--- src/design/bus_integrity_pkg.sv ---
// Shared widths, request and integrity structs, APB structs and
// register offsets for the bus integrity monitor

package bus_integrity_pkg;

  ////////////////////////////////////////////////////////////
  // Vector types
  ////////////////////////////////////////////////////////////

  // Bus address as issued by the core
  typedef logic [31:0] addr_t;
  // Bus write data, also used for APB read and write data
  typedef logic [31:0] data_t;
  // One enable bit per byte lane
  typedef logic [3:0]  be_t;
  // Protection attributes of a request
  typedef logic [2:0]  prot_t;
  // Memory type (bufferable, cacheable)
  typedef logic [1:0]  memtype_t;
  // Address-phase checksum, one inverted parity bit per group
  typedef logic [11:0] achk_t;
  // Byte offset into the APB register window
  typedef logic [7:0]  apb_addr_t;

  ////////////////////////////////////////////////////////////
  // Structs
  ////////////////////////////////////////////////////////////

  // One observed request on an instruction or data port
  typedef struct packed {
    logic     req;
    logic     we;
    be_t      be;
    addr_t    addr;
    data_t    wdata;
    prot_t    prot;
    memtype_t memtype;
    logic     dbg;
  } bus_req_t;

  // Integrity signals the core drives next to each request
  typedef struct packed {
    logic  reqpar;
    achk_t achk;
  } bus_intg_t;

  // APB request from the bus master
  typedef struct packed {
    logic      psel;
    logic      penable;
    logic      pwrite;
    apb_addr_t paddr;
    data_t     pwdata;
  } apb_req_t;

  // APB response back to the master
  typedef struct packed {
    data_t prdata;
    logic  pready;
    logic  pslverr;
  } apb_rsp_t;

  // Register map, byte offsets
  localparam apb_addr_t REG_STATUS     = 8'h00;
  localparam apb_addr_t REG_INSTR_CNT  = 8'h04;
  localparam apb_addr_t REG_DATA_CNT   = 8'h08;
  localparam apb_addr_t REG_INSTR_ADDR = 8'h0C;
  localparam apb_addr_t REG_DATA_ADDR  = 8'h10;

endpackage
--- src/design/bus_integrity_monitor.sv ---
// Bus integrity monitor top level with the instruction and data
// checkers and the APB register block

`timescale 1ns/100ps

module bus_integrity_monitor #(
  parameter int ERR_CNT_W = 16
) (
  input  logic                        clk,
  input  logic                        rst_ni,
  input  bus_integrity_pkg::bus_req_t  instr_req_i,
  input  bus_integrity_pkg::bus_intg_t instr_intg_i,
  input  bus_integrity_pkg::bus_req_t  data_req_i,
  input  bus_integrity_pkg::bus_intg_t data_intg_i,
  input  bus_integrity_pkg::apb_req_t  apb_req_i,
  output bus_integrity_pkg::apb_rsp_t  apb_rsp_o
);

  logic                     instr_err;
  logic                     data_err;
  logic [ERR_CNT_W-1:0]     instr_cnt;
  logic [ERR_CNT_W-1:0]     data_cnt;
  bus_integrity_pkg::addr_t instr_addr;
  bus_integrity_pkg::addr_t data_addr;
  logic                     instr_clear;
  logic                     data_clear;

  // Instruction port, be, we and wdata are ignored by the checksum
  req_integrity_checker #(
    .INSTR_PORT (1'b1),
    .ERR_CNT_W  (ERR_CNT_W)
  ) u_instr_checker (
    .clk        (clk),
    .rst_ni     (rst_ni),
    .req_i      (instr_req_i),
    .intg_i     (instr_intg_i),
    .clear_i    (instr_clear),
    .err_o      (instr_err),
    .err_cnt_o  (instr_cnt),
    .err_addr_o (instr_addr)
  );

  req_integrity_checker #(
    .INSTR_PORT (1'b0),
    .ERR_CNT_W  (ERR_CNT_W)
  ) u_data_checker (
    .clk        (clk),
    .rst_ni     (rst_ni),
    .req_i      (data_req_i),
    .intg_i     (data_intg_i),
    .clear_i    (data_clear),
    .err_o      (data_err),
    .err_cnt_o  (data_cnt),
    .err_addr_o (data_addr)
  );

  integrity_apb_regs #(
    .ERR_CNT_W (ERR_CNT_W)
  ) u_apb_regs (
    .clk           (clk),
    .rst_ni        (rst_ni),
    .apb_req_i     (apb_req_i),
    .instr_err_i   (instr_err),
    .data_err_i    (data_err),
    .instr_cnt_i   (instr_cnt),
    .data_cnt_i    (data_cnt),
    .instr_addr_i  (instr_addr),
    .data_addr_i   (data_addr),
    .apb_rsp_o     (apb_rsp_o),
    .instr_clear_o (instr_clear),
    .data_clear_o  (data_clear)
  );

endmodule

--- src/design/integrity_apb_regs.sv ---
// APB register block with address decode, read mux,
// write-one-to-clear pulses and slave error on unmapped offsets

`timescale 1ns/100ps

module integrity_apb_regs #(
  parameter int ERR_CNT_W = 16
) (
  input  logic                       clk,
  input  logic                       rst_ni,
  input  bus_integrity_pkg::apb_req_t apb_req_i,
  input  logic                       instr_err_i,
  input  logic                       data_err_i,
  input  logic [ERR_CNT_W-1:0]       instr_cnt_i,
  input  logic [ERR_CNT_W-1:0]       data_cnt_i,
  input  bus_integrity_pkg::addr_t    instr_addr_i,
  input  bus_integrity_pkg::addr_t    data_addr_i,
  output bus_integrity_pkg::apb_rsp_t apb_rsp_o,
  output logic                       instr_clear_o,
  output logic                       data_clear_o
);

  logic                     setup;
  logic                     access;
  logic                     hit_status;
  logic                     hit_instr_cnt;
  logic                     hit_data_cnt;
  logic                     hit_instr_addr;
  logic                     hit_data_addr;
  logic                     addr_valid;
  logic [1:0]               clear_q;
  bus_integrity_pkg::data_t rdata;

  ////////////////////////////////////////////////////////////
  // Phase and address decode
  ////////////////////////////////////////////////////////////

  assign setup  = apb_req_i.psel && !apb_req_i.penable;
  assign access = apb_req_i.psel && apb_req_i.penable;

  // paddr is held stable from setup through access
  assign hit_status     = (apb_req_i.paddr == bus_integrity_pkg::REG_STATUS);
  assign hit_instr_cnt  = (apb_req_i.paddr == bus_integrity_pkg::REG_INSTR_CNT);
  assign hit_data_cnt   = (apb_req_i.paddr == bus_integrity_pkg::REG_DATA_CNT);
  assign hit_instr_addr = (apb_req_i.paddr == bus_integrity_pkg::REG_INSTR_ADDR);
  assign hit_data_addr  = (apb_req_i.paddr == bus_integrity_pkg::REG_DATA_ADDR);

  assign addr_valid = hit_status || hit_instr_cnt || hit_data_cnt ||
                      hit_instr_addr || hit_data_addr;

  ////////////////////////////////////////////////////////////
  // Clear pulses
  ////////////////////////////////////////////////////////////

  // STATUS writes are decoded in the setup phase, so each clear line
  // is high for exactly the access cycle and the checkers act at its end
  always_ff @(posedge clk or negedge rst_ni) begin
    if (!rst_ni) begin
      clear_q <= 2'b00;
    end else if (setup && apb_req_i.pwrite && hit_status) begin
      clear_q <= apb_req_i.pwdata[1:0];
    end else begin
      clear_q <= 2'b00;
    end
  end

  assign instr_clear_o = clear_q[0];
  assign data_clear_o  = clear_q[1];

  ////////////////////////////////////////////////////////////
  // Read mux
  ////////////////////////////////////////////////////////////

  // Counters are zero-extended to the full data width
  always_comb begin
    rdata = '0;
    if (access && !apb_req_i.pwrite) begin
      if (hit_status) begin
        rdata[1:0] = {data_err_i, instr_err_i};
      end else if (hit_instr_cnt) begin
        rdata[ERR_CNT_W-1:0] = instr_cnt_i;
      end else if (hit_data_cnt) begin
        rdata[ERR_CNT_W-1:0] = data_cnt_i;
      end else if (hit_instr_addr) begin
        rdata = instr_addr_i;
      end else if (hit_data_addr) begin
        rdata = data_addr_i;
      end
    end
  end

  // No wait states, every transfer completes in its access phase
  assign apb_rsp_o.prdata  = rdata;
  assign apb_rsp_o.pready  = 1'b1;
  assign apb_rsp_o.pslverr = access && !addr_valid;

endmodule

--- src/design/req_integrity_checker.sv ---
// Per-port integrity checker with sticky flag, saturating error
// counter and capture of the first failing address

`timescale 1ns/100ps

module req_integrity_checker #(
  parameter bit INSTR_PORT = 1'b0,
  parameter int ERR_CNT_W  = 16
) (
  input  logic                        clk,
  input  logic                        rst_ni,
  input  bus_integrity_pkg::bus_req_t  req_i,
  input  bus_integrity_pkg::bus_intg_t intg_i,
  input  logic                        clear_i,
  output logic                        err_o,
  output logic [ERR_CNT_W-1:0]        err_cnt_o,
  output bus_integrity_pkg::addr_t     err_addr_o
);

  bus_integrity_pkg::achk_t achk_exp;
  logic                     par_err;
  logic                     chk_err;
  logic                     err_now;
  logic                     err_q;
  logic [ERR_CNT_W-1:0]     cnt_q;
  bus_integrity_pkg::addr_t addr_q;

  // Expected checksum for the request seen this cycle
  achk_gen #(
    .INSTR_PORT (INSTR_PORT)
  ) u_achk_gen (
    .req_i  (req_i),
    .achk_o (achk_exp)
  );

  ////////////////////////////////////////////////////////////
  // Error detection
  ////////////////////////////////////////////////////////////

  // The parity bit must always be the inverse of req, also when idle
  assign par_err = (intg_i.reqpar == req_i.req);
  // The checksum is only meaningful while a request is active
  assign chk_err = req_i.req && (intg_i.achk != achk_exp);
  assign err_now = par_err || chk_err;

  ////////////////////////////////////////////////////////////
  // Error state
  ////////////////////////////////////////////////////////////

  // A clear from software has priority over an error in the same cycle
  always_ff @(posedge clk or negedge rst_ni) begin
    if (!rst_ni) begin
      err_q  <= 1'b0;
      cnt_q  <= '0;
      addr_q <= '0;
    end else if (clear_i) begin
      err_q  <= 1'b0;
      cnt_q  <= '0;
      addr_q <= '0;
    end else if (err_now) begin
      err_q <= 1'b1;
      // Counter sticks at all ones once it is full
      if (cnt_q != {ERR_CNT_W{1'b1}}) begin
        cnt_q <= cnt_q + 1'b1;
      end
      // Only the first failing request after a clear is kept
      if (!err_q) begin
        addr_q <= req_i.addr;
      end
    end
  end

  assign err_o      = err_q;
  assign err_cnt_o  = cnt_q;
  assign err_addr_o = addr_q;

endmodule

--- src/design/achk_gen.sv ---
// Address-phase checksum generator for one request port

`timescale 1ns/100ps

module achk_gen #(
  // Set for the instruction port, where be, we and wdata carry no meaning
  parameter bit INSTR_PORT = 1'b0
) (
  input  bus_integrity_pkg::bus_req_t req_i,
  output bus_integrity_pkg::achk_t    achk_o
);

  // Effective fields after the instruction-port forcing
  bus_integrity_pkg::be_t   be_eff;
  logic                     we_eff;
  bus_integrity_pkg::data_t wdata_eff;

  // A fetch is always a full-word read, whatever the struct carries
  assign be_eff    = INSTR_PORT ? 4'b1111 : req_i.be;
  assign we_eff    = INSTR_PORT ? 1'b0 : req_i.we;
  assign wdata_eff = INSTR_PORT ? '0 : req_i.wdata;

  ////////////////////////////////////////////////////////////
  // Group parities
  ////////////////////////////////////////////////////////////

  // Each checksum bit is the inverted XOR of its group,
  // so an all-zero group yields a one
  always_comb begin
    for (int i = 0; i < 4; i++) begin
      // Bits 0 to 3 cover the address bytes
      achk_o[i] = ~^req_i.addr[8*i +: 8];
      // Bits 8 to 11 cover the write data bytes
      achk_o[8+i] = ~^wdata_eff[8*i +: 8];
    end

    // Attribute groups
    achk_o[4] = ~^{req_i.prot, req_i.memtype};
    achk_o[5] = ~^{be_eff, we_eff};
    achk_o[6] = ~^req_i.dbg;

    // Reserved group of six zero bits
    achk_o[7] = ~^6'b000000;
  end

endmodule

--- config.mk ---
export PLATFORM = sky130hd
export DESIGN_NAME = bus_integrity_monitor
export DESIGN_NICKNAME = d
export VERILOG_FILES = /design/src/design/bus_integrity_pkg.sv /design/src/design/bus_integrity_monitor.sv /design/src/design/integrity_apb_regs.sv /design/src/design/req_integrity_checker.sv /design/src/design/achk_gen.sv
export SDC_FILE = /design/constraint.sdc
export NUM_CORES = 1
export LEC_CHECK = 0
export BUFFER_PORTS_ARGS = -buffer_cell sky130_fd_sc_hd__buf_2
export CORE_MARGIN = 1
export CORE_UTILIZATION = 40
export CTS_BUF_LIST = sky130_fd_sc_hd__clkbuf_16
export DETAILED_ROUTE_END_ITERATION = 8
export PLACE_DENSITY = 0.75
export SYNTH_ARGS = -nofsm -noshare
export SYNTH_HDL_FRONTEND = slang
export SYNTH_HIERARCHICAL = 1
export SYNTH_SLANG_ARGS = --single-unit
--- constraint.sdc ---
create_clock -name clk -period 2.3 [get_ports clk]
set_input_delay 0.23 -clock clk [delete_from_list [all_inputs] [get_ports clk]]
set_output_delay 0.23 -clock clk [all_outputs]
set_load 0.01 [all_outputs]
==> results of run 1 <==
## final timing paths
path / from / cells past startpoint / slack, ns / end
max in group asynchronous: rst_ni / 3 / 1.11 / u_data_checker/err_addr_o[17]
worst max register to register: u_data_checker/err_cnt_o[0] / 6 / 0.13 / u_data_checker/err_cnt_o[3]
worst max-delay path: u_data_checker/err_cnt_o[0] / 6 / 0.13 / u_data_checker/err_cnt_o[3]
worst min-delay path: data_req_i[62] / 2 / 0.12 / u_data_checker/err_addr_o[24]
worst min register to register: u_instr_checker/err_addr_o[5] / 1 / 0.50 / u_instr_checker/err_addr_o[5]
min in group asynchronous: rst_ni / 2 / 0.50 / u_instr_checker/err_cnt_o[8]
## layout by cell type, fill, tap and decap left out, types with 4 or more instances in the layout
| master | Yosys | routed |
|---|---|---|
| mux2_4 | 16 | 16 |
| mux2i_1 | 19 | 19 |
| o31ai_1 | 4 | 4 |
| nand2_1 | 25 | 25 |
| a221oi_1 | 14 | 14 |
| a22o_1 | 64 | 64 |
| inv_1 | 8 | 9 |
| conb_1 | 3 | 8 |
| nor3b_1 | 6 | 6 |
| nand2b_1 | 24 | 24 |
| xor2_1 | 27 | 27 |
| clkbuf_16 | 0 | 9 |
| and3_1 | 4 | 4 |
| nor4_1 | 10 | 9 |
| buf_12 | 2 | 8 |
| a211oi_1 | 8 | 8 |
| a21oi_1 | 12 | 12 |
| dfrtp_1 | 100 | 100 |
| or4_1 | 4 | 4 |
| nor2b_1 | 20 | 20 |
| nor3_1 | 6 | 6 |
| buf_2 | 11 | 187 |
| xnor2_1 | 93 | 93 |
| mux2_2 | 4 | 4 |
| nor3b_2 | 12 | 12 |
| nand4_1 | 6 | 6 |
| a211oi_2 | 10 | 10 |
| buf_4 | 16 | 85 |
| nor2_1 | 56 | 56 |
| or3_1 | 4 | 4 |
| nand3_1 | 16 | 16 |
| nor3_2 | 6 | 6 |
| nor4b_2 | 4 | 4 |
## through the flow
step                instance area (um^2)  util (%)  power (mW)  setup TNS (ns)
floorplan                           7020         -        3.31               0
global placement                    8740      50.9        3.85          -20.66
detailed placement                  8740      50.9        3.90          -18.94
CTS                                 9060      52.7        5.51               0
global route                        9070      52.8        5.78               0
finish                              9070      52.8        5.47               0
## logic make-up after synthesis
kind of cell	synth area share (%)
AND/OR/NAND/NOR	21.3
AO/OA/AOI/OAI	15.5
XOR/XNOR	15.0
flip-flops	35.7
buffers and inverters	5.11
multiplexers	6.79
other	0.161
adder cells (fa/ha/maj)	0.357
## power by group
part / total (mW) / switching (mW) / leakage (nW) / internal, mW
Clock: 1.59 / 0.728 / 0.155 / 0.864
Sequential: 2.26 / 0.265 / 1.26 / 2.00
Combinational: 1.62 / 0.701 / 2.82 / 0.921
## cells in the mapped netlist (8+ instances only)
| library cell | n |
|---|---|
| a211oi_1 | 8 |
| a211oi_2 | 10 |
| a21oi_1 | 12 |
| a221oi_1 | 14 |
| a22o_1 | 64 |
| buf_2 | 11 |
| buf_4 | 16 |
| clkbuf_1 | 12 |
| dfrtp_1 | 100 |
| inv_1 | 8 |
| mux2_4 | 16 |
| mux2i_1 | 19 |
| nand2_1 | 25 |
| nand2b_1 | 24 |
| nand3_1 | 16 |
| nor2_1 | 56 |
| nor2b_1 | 20 |
| nor3b_2 | 12 |
| nor4_1 | 10 |
| xnor2_1 | 93 |
| xor2_1 | 27 |
## cell type report
class	count	area [um^2]
fillers	1593	8110
multi-input cells	527	4200
flip-flops and latches	100	2500
repair buffers	281	1740
well taps	225	282
clock buffers	9	225
clock inverters	7	85.1
inverters	8	30.0
## sequential cells by signal, indices dropped and copies added (netlist names)
register and count:
u_data_checker/err_addr_o 32, u_instr_checker/err_addr_o 32, u_data_checker/err_cnt_o 16, u_instr_checker/err_cnt_o 16, u_apb_regs/clear_q 2, u_data_checker/err_o 1
u_instr_checker/err_o 1
## repair_timing
item | CTS | global route
setup endpoints to repair | 0 | 46
hold buffers | 1 | 0
hold endpoints to repair | 54 | 0
resized for setup | 0 | 3
## layer usage
layer,vias to the layer above,GRT usage [%],share of wire [%]
met2,168,34.5,49
met1,2859,27.0,44
met4,0,5.49,1.5
li1,2932,-,-
met3,19,5.22,5.7
met5,-,0,0
==> impl_results.md, run 1 <==
- Synthesized area: between 7000 and 8000 um^2
- P_leak: between 4 and 5 nW
- Gr ovfl total: 0
- Peak Freq: approximately 460 MHz
- Tightest Pin Transition: approximately 0.74 ns
- Critical path required time: between 2 and 3 ns
- CP arrival: between 2 and 2.5 ns
- CTS H-tree depth: 3
- WP buf/inv: 0
- Pwr Density: 604 nW/um^2
- Total wire length: 18400 um
- First-pass GRT wire length: 29500 um
- Proportion of layout cells with a drive suffix above 1: approximately two fifths
- Critical path endpoint category: register
- Bufs on Longest Clock Path: 2
- DIE AREA: around 18000 um^2
- Outcome: finished clean
- Ant diodes: 0
- Vias in the first global route: ~5700
- Top delay family on crit path: simple AND/OR/NAND/NOR gates
- Post-route minimum period: 2.17 ns
- Post-route ant nets: 0
- Pre-CTS WS: -0.349 ns
- Die width: 134 um
- Nets: 1152
- Sink Count: 100
- RSZ-0062 raised after global routing: no
- Worst-path maximum fanout: 12
- Final hold violation count: 0
- Cells after Synth: roughly 680
- Final setup viols: 0
- Ys async rst share: between 90% and 100%
- Clock buffer count from CTS: 9
- Per-cell routed wire length: approximately 16 um
- Clock Skew: ~0.011 ns
- Std-Cell Rows: 48
- Inst Count DP: ~1100
- Post-route insts no fill: ~1200
- Core footprint: around 17000 um^2
- Max VDD drop: between 0.4 and 0.5 mV
- Worst-path clk slew: 0.08 ns
- Total global-route track usage: 20.8%
- Synth area leader: dfrtp_1
- Crit Path Category: register to register
- Initial antenna violation count: 0
- Via count: 5978
- Routability cong.: a little under 0.9
- Vias/cell: 5.17
- Post-synthesis sequential area ratio: ~36%
- Seq cells post-synth: 100
- Yosys top cell area share: around 36%
- Synth unique cells: 57
- Die Y: about 130 um
- Clk_lat worst skew: approximately 0.36 ns
- Warnings, synthesis: 6
- Post-route clock period utilization: around 94%
- CP max-delay cell: or4_4
- Buffers on Ports: approximately 190
- Fin. max-slew vios: 0
- Final worst setup slack: between 0.1 and 0.15 ns
- Final hold slack: roughly 0.12 ns
- Syn avg cell area: 10.3 um^2
- Clock Tree Root: clkbuf_16
- Crit path cell chain: ha_1, nand4_4, or4_4, nand2_2, nor4b_2, mux2_4
- Max-Cap Viols: 0
- Rel. slew slack: slightly above 50%
- Area delta synth->final: 29.5%
- Crit-path max cell delay: roughly 0.55 ns
- CP startpoint kind: register
- Largest net degree at the start of global routing: 56
- DP Wirelength: 14100 um
- Pre-antenna DRT Iters: 5
- Hold Path Class: input port to register
- Synth area leaders: dfrtp_1, xnor2_1, a22o_1
- Total I/O pin count: ~260
- Starting Density: 40.8%
- DRC viols: 0
- EDFF count, synth: 0
- Primary FF master, synth: dfrtp_1
- CTS tree: done
- Post-CTS Setup Inserts: 0
- Initial DRC Count: 280
Power figures use the tool's default switching activity.
==> inputs of run 2 (changes only) <==
Settings changed: RECOVER_POWER set to 100.
==> run 2 against run 1 <==
Compared with the run above: core utilization is 0.63 points lower; largest cell class unchanged; maximum frequency is essentially flat; final cell count unchanged; die area unchanged; register-to-register slack hardly changed; non-clock buffer count unchanged; sequential cell count unchanged; clock-buffer cell count unchanged; worst hold slack worse by 0.0032 ns.
==> impl_results.md, run 2 (same netlist as run 1, synthesis figures left out) <==
- Post-CTS Setup Inserts: 0 (unchanged)
- Core footprint: 17200 um^2 (unchanged)
- First-pass GRT wire length: 29500 um (unchanged)
- Inst Count DP: 1140 (unchanged)
- Sink Count: 100 (unchanged)
- Buffers on Ports: 188 (unchanged)
- Critical path endpoint category: register
- Post-route minimum period: 2.16 ns (-0.00187 ns)
- CTS tree: done
- Final setup viols: 0 (unchanged)
- Clock Skew: 0.0116 ns (+0.000238 ns)
- Per-cell routed wire length: 15.9 um (+0.18%)
- Endpoint, Worst Hold: u_instr_checker/err_addr_o[24]
- DIE AREA: 18000 um^2 (unchanged)
- Nets: 1152 (unchanged)
- Clk_lat worst skew: 0.36 ns (about the same)
- Crit path cell chain: ha_1, nand4_4, or4_4, nand2_2, nor4b_2, mux2_4
- Hold Path Class: input port to register
- Routability cong.: 0.894 (unchanged)
- P_leak: 4.06 nW (-4.0%)
- Peak Freq: 462 MHz (about the same)
- Gr ovfl total: 0 (unchanged)
- Max-Cap Viols: 0 (unchanged)
- Pwr Density: 606 nW/um^2 (+0.40%)
- Final hold slack: 0.119 ns (-0.00318 ns)
- Std-Cell Rows: 48 (unchanged)
- Crit-path max cell delay: 0.55 ns (about the same)
- Crit Path Category: register to register
- Flop-to-flop setup slack: 0.14 ns (about the same)
- Worst-path clk slew: 0.08 ns (about the same)
- CTS H-tree depth: 3 (unchanged)
- Worst flop-to-flop path endpoint: u_data_checker/err_cnt_o[3]
- Top delay family on crit path: simple AND/OR/NAND/NOR gates
- Via count: 5974 (-0.067%)
- Crit Reg-Reg Startpoint: u_data_checker/err_cnt_o[0]
- Tightest Pin Transition: 1.42 ns (+0.674 ns)
- Post-route ant nets: 0 (unchanged)
- CP max-delay cell: or4_4
- WP buf/inv: 0 (unchanged)
- Fin. max-slew vios: 0 (unchanged)
- Vias/cell: 5.16 (about the same)
- Clock buffer count from CTS: 9 (unchanged)
- DRC viols: 0 (unchanged)
- Outcome: finished clean
- Commonest non-fill, non-tap cell in the layout: buf_2
- Rel. slew slack: 5.64% (-45 points)
- Clock Tree Root: clkbuf_16
- Initial DRC Count: 250 (-11%)
- Post-route insts no fill: 1157 (unchanged)
- Die width: 134 um (unchanged)
- Proportion of layout cells with a drive suffix above 1: 35.9% (-4.4 points)
- Reg2reg path depth: 6 (unchanged)
- Max VDD drop: 0.431 mV (+1.3%)
- RSZ-0062 raised after global routing: no
- CP startpoint kind: register
- Largest net degree at the start of global routing: 56 (unchanged)
- Initial antenna violation count: 0 (unchanged)
- Worst-path maximum fanout: 12 (unchanged)
- Starting Density: 40.8% (unchanged)
- Most frequent cells in the layout: buf_2, dfrtp_1, xnor2_1, buf_4, a22o_1
- Pwr Total: 5.43 mW (-0.81%)
- DP Wirelength: 14100 um (unchanged)
- WHS Path Cells: 2 (unchanged)
- Vias in the first global route: 5677 (unchanged)
- Total global-route track usage: 20.8% (unchanged)
- Area delta synth->final: 27.9%
- Critical path required time: 2.53 ns (about the same)
- Total I/O pin count: 257 (unchanged)
- Bufs on Longest Clock Path: 2 (unchanged)
- Pre-antenna DRT Iters: 5 (unchanged)
- Die Y: 134 um (unchanged)
- Final hold violation count: 0 (unchanged)
- Ant diodes: 0 (unchanged)
- CP arrival: 2.40 ns (about the same)
- Hold Startpoint: instr_req_i[62]
- Post-route clock period utilization: 94.1% (about the same)
- Total wire length: 18500 um (+0.18%)
## run 2: layout make-up
class	instances	area (um^2)
clock inverter	7	85.1
inverter	8	30.0
multi-input combinational	527	4160
fill	1628	8220
sequential	100	2500
timing repair buffer	281	1670
clock buffer	9	225
tap	225	282
## run 2: where the power goes
part           internal (mW)  switching (mW)  leakage, nW
clock network          0.863           0.729        0.155
registers               2.00           0.266         1.26
logic                  0.880           0.696         2.65
## run 2: how the worst max path moves through the flow
stage,startpoint,endpoint,slack [ns],depth (start not counted)
after floorplan,data_req_i[3],u_data_checker/err_addr_o[0],0.20,10
after global placement,data_req_i[41],u_data_checker/err_cnt_o[6],-0.39,11
after detailed placement,data_req_i[41],u_data_checker/err_cnt_o[3],-0.35,11
after CTS,data_req_i[41],u_data_checker/err_cnt_o[3],0.005,11
after global routing,data_req_i[41],u_data_checker/err_cnt_o[3],0.009,11
final,u_data_checker/err_cnt_o[0],u_data_checker/err_cnt_o[3],0.14,6
## run 2: stage by stage
stage	setup TNS, ns	area, um^2	setup slack, ns	util [%]
finish	0	8960	0.137	52.2
global route	0	8960	0.00921	52.2
CTS	0	9060	0.00505	52.7
detailed placement	-18.94	8740	-0.349	50.9
global placement	-20.66	8740	-0.390	50.9
floorplan	0	7020	0.200	-
## run 2: repair_timing
action                                 4_1_cts  5_1_grt
hold buffers                                 1        0
setup endpoints to repair                    0       46
endpoints found under the hold margin       54        0
gates resized for setup                      0        3
## run 2: layer usage
metal / GRT usage, % / vias to the layer above / part of all wire, %
li1: - / 2932 / -
met1: 27.0 / 2864 / 44
met2: 34.5 / 157 / 48
met3: 5.22 / 21 / 5.5
met4: 5.49 / 0 / 1.8
met5: 0 / - / 0
